$ cat config.mk
export PLATFORM = sky130hd
export DESIGN_NAME = serv_decode_top
export DESIGN_NICKNAME = d
export VERILOG_FILES = /design/src/serv_decode_pkg.sv /design/src/decode_field_reg.sv /design/src/exec_ctrl_decode.sv /design/src/alu_mem_decode.sv /design/src/csr_decode.sv /design/src/immdec_decode.sv /design/src/serv_decode_top.sv
export SDC_FILE = /design/constraint.sdc
export NUM_CORES = 1
export LEC_CHECK = 0
export BUFFER_PORTS_ARGS = -buffer_cell sky130_fd_sc_hd__buf_4
export CAP_MARGIN = 20
export CORE_AREA = 2 2 52 54
export CTS_CLUSTER_DIAMETER = 80
export DETAILED_ROUTE_END_ITERATION = 16
export DIE_AREA = 0 0 54 56
export PLACE_DENSITY = 0.95
export SLEW_MARGIN = 20
export SYNTH_ARGS = -nofsm -noshare
export SYNTH_HDL_FRONTEND = slang
export SYNTH_SLANG_ARGS = --single-unit
$ cat constraint.sdc
create_clock -name clk -period 4.4 [get_ports clk]
set_input_delay 1.32 -clock clk [delete_from_list [all_inputs] [get_ports clk]]
set_output_delay 1.32 -clock clk [all_outputs]
set_load 0.05 [all_outputs]
$ cat src/serv_decode_pkg.sv
`default_nettype none

package serv_decode_pkg;

   // ------------------------------
   // instruction word layout
   // ------------------------------

   // word arrives without the two low bits
   localparam int INSTR_MSB  = 31;
   localparam int INSTR_LSB  = 2;

   localparam int OPCODE_LSB = 2;
   localparam int FUNCT3_LSB = 12;
   localparam int OP20_BIT   = 20;
   localparam int OP21_BIT   = 21;
   localparam int OP22_BIT   = 22;
   localparam int OP26_BIT   = 26;
   localparam int IMM30_BIT  = 30;

   // major opcodes from bits 6:2
   typedef enum logic [4:0] {
      opc_load   = 5'b00000,
      opc_op_imm = 5'b00100,
      opc_auipc  = 5'b00101,
      opc_store  = 5'b01000,
      opc_op     = 5'b01100,
      opc_lui    = 5'b01101,
      opc_branch = 5'b11000,
      opc_jalr   = 5'b11001,
      opc_jal    = 5'b11011,
      opc_system = 5'b11100
   } opcode_e;

   // ------------------------------
   // captured fields
   // ------------------------------

   typedef struct packed {
      opcode_e    opcode;
      logic [2:0] funct3;
      logic       imm30;
      // csr address bits and system sub-op
      logic       op20;
      logic       op21;
      logic       op22;
      logic       op26;
   } instr_fields_t;

   // ------------------------------
   // decoded control groups
   // ------------------------------

   // to state, ctrl and bufreg
   typedef struct packed {
      logic sh_right;
      logic bne_or_bge;
      logic cond_branch;
      logic e_op;
      logic ebreak;
      logic branch_op;
      logic shift_op;
      logic slt_or_branch;
      logic rd_op;
      logic two_stage_op;
      logic dbus_en;
      logic mtval_pc;
      logic bufreg_rs1_en;
      logic bufreg_imm_en;
      logic bufreg_clr_lsb;
      logic bufreg_sh_signed;
      logic jal_or_jalr;
      logic utype;
      logic pc_rel;
      logic rd_alu_en;
      logic rd_mem_en;
   } ctrl_dec_t;

   // to alu and mem interface
   typedef struct packed {
      logic       alu_sub;
      logic [1:0] alu_bool_op;
      logic       alu_cmp_eq;
      logic       alu_cmp_sig;
      logic [2:0] alu_rd_sel;
      logic       mem_signed;
      logic       mem_word;
      logic       mem_half;
      logic       mem_cmd;
   } alu_mem_dec_t;

   // to csr unit
   typedef struct packed {
      logic       csr_en;
      logic [1:0] csr_addr;
      logic       mstatus_en;
      logic       mie_en;
      logic       mcause_en;
      logic [1:0] csr_source;
      logic       csr_d_sel;
      logic       csr_imm_en;
      logic       rd_csr_en;
      logic       mret;
   } csr_dec_t;

   // to immediate decoder
   typedef struct packed {
      logic [3:0] immdec_ctrl;
      logic [3:0] immdec_en;
      logic       op_b_source;
   } immdec_dec_t;

endpackage

`default_nettype wire

$ cat src/decode_field_reg.sv
`timescale 1ns/1ps
`default_nettype none

module decode_field_reg (
   input  wire                                                       clk,
   input  wire                                                       i_reset,
   input  wire                                                       i_wb_en,
   input  wire [serv_decode_pkg::INSTR_MSB:serv_decode_pkg::INSTR_LSB] i_wb_rdt,
   output serv_decode_pkg::instr_fields_t                            o_fields
);
   import serv_decode_pkg::*;

   instr_fields_t word_fields;

   // slice the incoming word
   always_comb begin
      word_fields.opcode = opcode_e'(i_wb_rdt[OPCODE_LSB +: $bits(opcode_e)]);
      word_fields.funct3 = i_wb_rdt[FUNCT3_LSB +: 3];
      word_fields.imm30  = i_wb_rdt[IMM30_BIT];
      word_fields.op20   = i_wb_rdt[OP20_BIT];
      word_fields.op21   = i_wb_rdt[OP21_BIT];
      word_fields.op22   = i_wb_rdt[OP22_BIT];
      word_fields.op26   = i_wb_rdt[OP26_BIT];
   end

   // capture on strobe, reset wins
   always_ff @(posedge clk) begin
      if (i_reset) begin
         // all-zero word decodes as lb
         o_fields.opcode <= opc_load;
         o_fields.funct3 <= 3'b000;
         o_fields.imm30  <= 1'b0;
         o_fields.op20   <= 1'b0;
         o_fields.op21   <= 1'b0;
         o_fields.op22   <= 1'b0;
         o_fields.op26   <= 1'b0;
      end else if (i_wb_en) begin
         o_fields <= word_fields;
      end
   end

   // decode must stay put between captures
   a_fields_hold : assert property (
      @(posedge clk) (!i_reset && !i_wb_en) |=> $stable(o_fields)
   );

endmodule

`default_nettype wire

$ cat src/exec_ctrl_decode.sv
`timescale 1ns/1ps
`default_nettype none

module exec_ctrl_decode (
   input  wire serv_decode_pkg::instr_fields_t i_fields,
   output serv_decode_pkg::ctrl_dec_t          o_ctrl,
   output logic                                o_rd_op
);
   import serv_decode_pkg::*;

   logic [4:0] opc;
   logic [2:0] f3;
   logic       sys_op;

   assign opc    = i_fields.opcode;
   assign f3     = i_fields.funct3;
   // system space, bit 3 ignored
   assign sys_op = opc[4] & opc[2];

   always_comb begin
      // ------------------------------
      // state and sequencing
      // ------------------------------
      o_ctrl.sh_right      = f3[2];
      o_ctrl.bne_or_bge    = f3[0];
      o_ctrl.cond_branch   = ~opc[0];
      // ecall/ebreak only with funct3 zero and op21 low
      o_ctrl.e_op          = sys_op & ~i_fields.op21 & ~(|f3);
      o_ctrl.ebreak        = i_fields.op20;
      o_ctrl.branch_op     = opc[4];
      o_ctrl.shift_op      = opc[2] & ~f3[1];
      o_ctrl.slt_or_branch = opc[4] | (f3[1] & opc[2]) |
                             (i_fields.imm30 & opc[2] & opc[3] & ~f3[2]);
      // loads, stores, shifts and slt need a second pass
      o_ctrl.two_stage_op  = ~opc[2] |
                             (f3[0] & ~f3[1] & ~opc[0] & ~opc[4]) |
                             (f3[1] & ~f3[2] & ~opc[0] & ~opc[4]);
      // bus access for load and store
      o_ctrl.dbus_en       = ~opc[2] & ~opc[4];
      o_ctrl.mtval_pc      = opc[4];

      // rd written by alu/csr ops, jal/jalr and loads
      o_ctrl.rd_op         = opc[2] |
                             (~opc[2] & opc[4] & opc[0]) |
                             (~opc[2] & ~opc[3] & ~opc[0]);

      // ------------------------------
      // buffer register
      // ------------------------------
      o_ctrl.bufreg_rs1_en    = ~opc[4] | (~opc[1] & opc[0]);
      o_ctrl.bufreg_imm_en    = ~opc[2];
      // branch and jal targets are halfword aligned
      o_ctrl.bufreg_clr_lsb   = opc[4] & ((opc[1:0] == opc_branch[1:0]) |
                                          (opc[1:0] == opc_jal[1:0]));
      // arithmetic shift right
      o_ctrl.bufreg_sh_signed = i_fields.imm30;

      // ------------------------------
      // pc control
      // ------------------------------
      o_ctrl.jal_or_jalr = opc[4] & opc[0];
      // lui and auipc
      o_ctrl.utype       = ~opc[4] & opc[2] & opc[0];
      o_ctrl.pc_rel      = (opc[2:0] == opc_branch[2:0]) |
                           (opc[1:0] == opc_jal[1:0]) |
                           (sys_op & i_fields.op20) |
                           (opc[4:3] == 2'b00);

      // ------------------------------
      // write-back source
      // ------------------------------
      o_ctrl.rd_alu_en = ~opc[0] & opc[2] & ~opc[4];
      o_ctrl.rd_mem_en = ~opc[2] & ~opc[0];
   end

   // immediate decoder needs this too
   assign o_rd_op = o_ctrl.rd_op;

endmodule

`default_nettype wire

$ cat src/alu_mem_decode.sv
`timescale 1ns/1ps
`default_nettype none

module alu_mem_decode (
   input  wire serv_decode_pkg::instr_fields_t i_fields,
   output serv_decode_pkg::alu_mem_dec_t       o_alu_mem
);
   import serv_decode_pkg::*;

   logic [4:0] opc;
   logic [2:0] f3;

   assign opc = i_fields.opcode;
   assign f3  = i_fields.funct3;

   always_comb begin
      // ------------------------------
      // alu
      // ------------------------------

      // sub for compares, branches and sub itself
      o_alu_mem.alu_sub     = f3[1] | f3[0] | (opc[3] & i_fields.imm30) | opc[4];
      // xor/or/and straight from funct3
      o_alu_mem.alu_bool_op = f3[1:0];
      // beq/bne
      o_alu_mem.alu_cmp_eq  = (f3[2:1] == 2'b00);
      // unsigned for sltu and bltu/bgeu
      o_alu_mem.alu_cmp_sig = ~((f3[0] & f3[1]) | (f3[1] & f3[2]));

      // result mux, one-hot
      // add/sub
      o_alu_mem.alu_rd_sel[0] = (f3 == 3'b000);
      // slt/sltu
      o_alu_mem.alu_rd_sel[1] = (f3[2:1] == 2'b01);
      // bool ops
      o_alu_mem.alu_rd_sel[2] = f3[2];

      // ------------------------------
      // memory interface
      // ------------------------------

      // lbu/lhu clear bit 2
      o_alu_mem.mem_signed = ~f3[2];
      o_alu_mem.mem_word   = f3[1];
      o_alu_mem.mem_half   = f3[0];
      // store differs from load in bit 3
      o_alu_mem.mem_cmd    = opc[3];
   end

endmodule

`default_nettype wire

$ cat src/csr_decode.sv
`timescale 1ns/1ps
`default_nettype none

module csr_decode (
   input  wire serv_decode_pkg::instr_fields_t i_fields,
   output serv_decode_pkg::csr_dec_t           o_csr,
   output logic                                o_csr_imm_en
);
   import serv_decode_pkg::*;

   logic [4:0] opc;
   logic [2:0] f3;
   logic       sys_op;
   logic       csr_op;
   logic       csr_valid;

   assign opc    = i_fields.opcode;
   assign f3     = i_fields.funct3;
   assign sys_op = opc[4] & opc[2];
   // csrrw..csrrci all have nonzero funct3
   assign csr_op = sys_op & (|f3);
   // address maps to an implemented register
   assign csr_valid = i_fields.op20 | (i_fields.op26 & ~i_fields.op21);

   always_comb begin
      o_csr.rd_csr_en  = csr_op;
      o_csr.csr_en     = csr_op & csr_valid;

      // ------------------------------
      // register select
      // ------------------------------
      // mstatus at 0x300, mie at 0x304
      o_csr.mstatus_en = csr_op & ~i_fields.op26 & ~i_fields.op22 & ~i_fields.op20;
      o_csr.mie_en     = csr_op & ~i_fields.op26 &  i_fields.op22 & ~i_fields.op20;
      o_csr.mcause_en  = csr_op & i_fields.op21 & ~i_fields.op20;
      // index into the rf csr slots
      o_csr.csr_addr   = {i_fields.op26 & i_fields.op20, ~i_fields.op26 | i_fields.op21};

      // ------------------------------
      // data source
      // ------------------------------
      // write/set/clear
      o_csr.csr_source = f3[1:0];
      o_csr.csr_d_sel  = f3[2];
      // zimm in place of rs1
      o_csr.csr_imm_en = sys_op & f3[2];

      // trap return
      o_csr.mret = sys_op & i_fields.op21 & ~(|f3);

      // one-hot register select
      a_mstatus_mie_excl : assert (!(o_csr.mstatus_en && o_csr.mie_en));
      // enables imply a csr access
      a_csr_en_rd : assert (
         !(o_csr.csr_en || o_csr.mstatus_en || o_csr.mie_en || o_csr.mcause_en) ||
         o_csr.rd_csr_en
      );
   end

   assign o_csr_imm_en = o_csr.csr_imm_en;

endmodule

`default_nettype wire

$ cat src/immdec_decode.sv
`timescale 1ns/1ps
`default_nettype none

module immdec_decode (
   input  wire serv_decode_pkg::instr_fields_t i_fields,
   input  wire                                 i_rd_op,
   input  wire                                 i_csr_imm_en,
   output serv_decode_pkg::immdec_dec_t        o_immdec
);
   import serv_decode_pkg::*;

   logic [4:0] opc;

   assign opc = i_fields.opcode;

   always_comb begin
      // ------------------------------
      // immediate format select
      // ------------------------------
      // store layout
      o_immdec.immdec_ctrl[0] = (opc[3:0] == opc_store[3:0]);
      o_immdec.immdec_ctrl[1] = (opc[1:0] == 2'b00) | (opc[2:1] == 2'b00);
      // branch and system
      o_immdec.immdec_ctrl[2] = opc[4] & ~opc[0];
      o_immdec.immdec_ctrl[3] = opc[4];

      // ------------------------------
      // immediate chunk enables
      // ------------------------------
      o_immdec.immdec_en[3] = opc[4] | opc[3] | opc[2] | ~opc[0];
      o_immdec.immdec_en[2] = (opc[4] & opc[2]) | ~opc[3] | opc[0];
      // csr zimm reuses the rs1 slot
      o_immdec.immdec_en[1] = (opc[2:1] == 2'b01) | (opc[2] & opc[0]) | i_csr_imm_en;
      // no rd means bits 11:7 hold immediate
      o_immdec.immdec_en[0] = ~i_rd_op;

      // rs2 for op and store/branch, else immediate
      o_immdec.op_b_source = opc[3];
   end

endmodule

`default_nettype wire

$ cat src/serv_decode_top.sv
`timescale 1ns/1ps
`default_nettype none

module serv_decode_top (
   input  wire                                                       clk,
   input  wire                                                       i_reset,
   input  wire                                                       i_wb_en,
   input  wire [serv_decode_pkg::INSTR_MSB:serv_decode_pkg::INSTR_LSB] i_wb_rdt,
   output serv_decode_pkg::ctrl_dec_t                                o_ctrl,
   output serv_decode_pkg::alu_mem_dec_t                             o_alu_mem,
   output serv_decode_pkg::csr_dec_t                                 o_csr,
   output serv_decode_pkg::immdec_dec_t                              o_immdec
);
   import serv_decode_pkg::*;

   // ------------------------------
   // captured fields
   // ------------------------------
   instr_fields_t fields;

   // cross-group terms
   logic          rd_op;
   logic          csr_imm_en;

   decode_field_reg u_field_reg (
      .clk      (clk),
      .i_reset  (i_reset),
      .i_wb_en  (i_wb_en),
      .i_wb_rdt (i_wb_rdt),
      .o_fields (fields)
   );

   // ------------------------------
   // group decoders
   // ------------------------------
   exec_ctrl_decode u_exec_ctrl (
      .i_fields (fields),
      .o_ctrl   (o_ctrl),
      .o_rd_op  (rd_op)
   );

   alu_mem_decode u_alu_mem (
      .i_fields  (fields),
      .o_alu_mem (o_alu_mem)
   );

   csr_decode u_csr (
      .i_fields     (fields),
      .o_csr        (o_csr),
      .o_csr_imm_en (csr_imm_en)
   );

   // rd_op and csr_imm_en come from their own groups
   immdec_decode u_immdec (
      .i_fields     (fields),
      .i_rd_op      (rd_op),
      .i_csr_imm_en (csr_imm_en),
      .o_immdec     (o_immdec)
   );

endmodule

`default_nettype wire

==> flow_summary.yaml <==
clocking:
  clockBufferDepth: 2
  htree_num_levels: 1
  cts_resized: 0
  path_clk_slew_ps: 80
  cts_tree: "yes"
  post_cts_buffers: 0
  ctsHoldBuffers: 0
  cts_root_buf: "clkbuf_4"
  cts.sinks: 13
  cts_buffers: 3
  worstSkewPairLatency_ps: 270
layout:
  drive_above_1_share: 0.440
  areaGrowthSynthToFinish_pct: 41.0
  diodes: 0
  reg.largest.list: "u_field_reg.o_fields (13)"
  fin_util: 0.553
  top_register: "u_field_reg.o_fields"
  finalNetCount: 203
  largest_register_ffs: 13
worst_setup_path:
  cp.required_ps: 3080
  cp.depth: 5
  cp.arrival_ps: 2040
  crit_slowest_cell: "dfxtp_1"
  crit_path_end_kind: "output port"
  crit_fanout: 11
  path_class: "reg -> out"
  crit_chain: "inv_1 > ha_1 > nor2b_1 > or4_1 > buf_4"
  reg2regPathDepth: 2
  critPathTopFamily: "simple AND/OR/NAND/NOR gates"
  critPathMaxStageDelay_ps: 540
  startpoint_type: "flop"
  cp_num_buf_inv: 2
timing:
  worst_pin_slew_ps: 622
  slew_headroom: 0.585
  rsz0062_at_grt: "false"
  finalCritPeriodShare: 0.765
  finalHoldViolCount: 0
  finalSetupTns_ps: 0
  min_period_ps: 3360
  skew_ps: 0
  setup_violations: 0
  fmax_mhz: 297
  drv_slew: 0
place:
  routabilityCongestion: 0.685
  io_buffers: 69
  hpwl_um: 1860
die:
  pin_count: 87
  coreArea_um2: 2430
  start_util: 0.392
  fp.dieArea_um2: 3020
  num_rows: 18
  die_w_um: 54
  fp.dieH_um: 56
power_and_ir_drop:
  p_leak_nw: 0.691
  internal_power_uw: 218
  power_switching_uw: 182
  p_comb_frac: 0.464
  power.density_nw_per_um2: 297
  p_seq_frac: 0.353
  power_frac_clock: 0.183
  ir_drop_mv: 0.197
  netSwitchingFraction: 0.455
global_routing:
  grt_max_degree: 21
  grt_usage: 0.165
  grtUsageMet1: 0.202
  grt_use_met2: 0.284
  antenna_found_initial: 0
  overflow: 0
  use_met3: 0.0323
  grt_pass1_vias: 817
  grt_pass1_wl_um: 3820
  grt_busiest_layer: "met2"
logic_synthesis:
  synth_top_family_by_area: "simple AND/OR/NAND/NOR gates"
  synth_mux_area_frac: 0.136
  synth_fa_ha_area_frac: 0.0393
  synth_cells: 121
  yosys.area_share.simple: 0.267
  synth_top_cell_by_area: "dfxtp_1"
  netlist.area_leader.share: 0.273
  ys_seq_area_frac: 0.273
  synth_seq_cells: 13
  yosys-top-cells-area: "dfxtp_1 (27%), buf_4 (17%), mux2i_1 (14%)"
  avgSynthCellArea_um2: 7.89
  syn-cell-area_um2: 955
  ys_warn_count: 0
  synth.distinct_cells: 29
  synth_xor_xnor_area_share: 0
  synth-compound-area-share: 0.0616
  synth_fp_nets: 157
detailed_routing:
  vias: 930
  postRouteAntennaNets: 0
  wl_per_cell_um: 12.4
  drt_first_pass_iters: 4
  wirelength_um: 2440
  viasPerCell: 4.74
  drc_errors: 0
  first_iter_violations: 15
hold_path:
  hold_class: "reg -> reg"
  hold_depth: 2
run:
  cap_violations: 0
outcome:
  status: "complete, no violations"
==> power groups by stage <==
stage	Combinational, mW	Clock (mW)	Sequential [mW]
6_report	0.186	0.0731	0.142
5_1_grt	0.195	0.0812	0.144
4_1_cts	0.187	0.0749	0.141
3_5_place_dp	0.187	0	0.144
3_3_place_gp	0.185	0	0.144
2_1_floorplan	0.151	0	0.135
==> worst register-to-register path: stages, from the launching register on <==
cell     delay, ps
dfxtp_1        730
mux2i_1        160
nor2_1         130
==> cell usage in the layout (no fill, tap or decap) <==
cell / instances
dfxtp_1: 13
o311ai_2: 1
mux2i_1: 13
nand3b_1: 2
a211o_1: 1
a31oi_1: 1
nor2b_1: 4
and4_1: 1
or2_1: 1
nor2_1: 22
clkbuf_1: 1
nand2_1: 3
buf_4: 69
clkbuf_4: 3
nor4b_1: 1
o31ai_1: 1
inv_1: 6
and3_1: 1
or3_1: 1
o21ai_0: 2
nor3b_1: 2
nor4_1: 1
and2_1: 3
a21oi_1: 2
ha_1: 3
nand2b_1: 2
nand3_1: 1
or4_1: 1
nor3_1: 4
==> per-stage QoR <==
stage,setup WS (ps),std cells,hold WS [ps],cell area (um2),total power [mW]
final,1040,196,531,1350,0.400
after global placement,1340,192,497,1320,0.329
after detailed placement,1310,192,509,1320,0.331
after floorplan,188,121,476,955,0.286
after global routing,877,196,577,1350,0.421
after CTS,1000,196,528,1350,0.403
==> cell families (layout without fill, tap and decap cells) <==
logic type | Yosys count | after routing
multiplexers | 13 | 13
buffers and inverters | 34 | 79
AO/OA/AOI/OAI | 8 | 8
adder cells (fa/ha/maj) | 3 | 3
AND/OR/NAND/NOR | 50 | 50
flip-flops | 13 | 13
==> final cells by class <==
| type | count | area (um2) |
|---|---|---|
| Timing Repair Buffer | 69 | 518 |
| Inverter | 6 | 22.5 |
| Clock buffer | 4 | 26.3 |
| Tap cell | 30 | 37.5 |
| Sequential cell | 13 | 260 |
| Multi-Input combinational cell | 74 | 482 |
| Fill cell | 247 | 1090 |
==> routing by layer <==
| layer | wire length, um | share of wire |
|---|---|---|
| met4 | 9 | 0.0037 |
| met3 | 215 | 0.088 |
| met5 | 0 | 0 |
| met1 | 1040 | 0.43 |
| met2 | 1170 | 0.48 |
==> worst paths after layout <==
check / endpoint / slack (ps) / start
max: o_ctrl[2] / 1040 / u_field_reg.o_fields[8]$_SDFFE_PP0P_
min: u_field_reg.o_fields[1]$_SDFFE_PP0P_ / 530 / u_field_reg.o_fields[1]$_SDFFE_PP0P_
max reg2reg: u_field_reg.o_fields[12]$_SDFFE_PP0P_ / 3330 / u_field_reg.o_fields[12]$_SDFFE_PP0P_
min reg2reg: u_field_reg.o_fields[1]$_SDFFE_PP0P_ / 530 / u_field_reg.o_fields[1]$_SDFFE_PP0P_
==> synth_stat cells <==
library cell,n
nor2_1,22
buf_4,21
dfxtp_1,13
mux2i_1,13
inv_1,6
buf_2,5
nor2b_1,4
nor3_1,4
and2_1,3
ha_1,3
nand2_1,3
a21oi_1,2
clkbuf_1,2
nand2b_1,2
nand3b_1,2
nor3b_1,2
o21ai_0,2
a211o_1,1
a31oi_1,1
and3_1,1
and4_1,1
nand3_1,1
nor4_1,1
nor4b_1,1
o311ai_2,1
o31ai_1,1
or2_1,1
or3_1,1
or4_1,1
No activity file was read; power rests on OpenSTA's default activity.
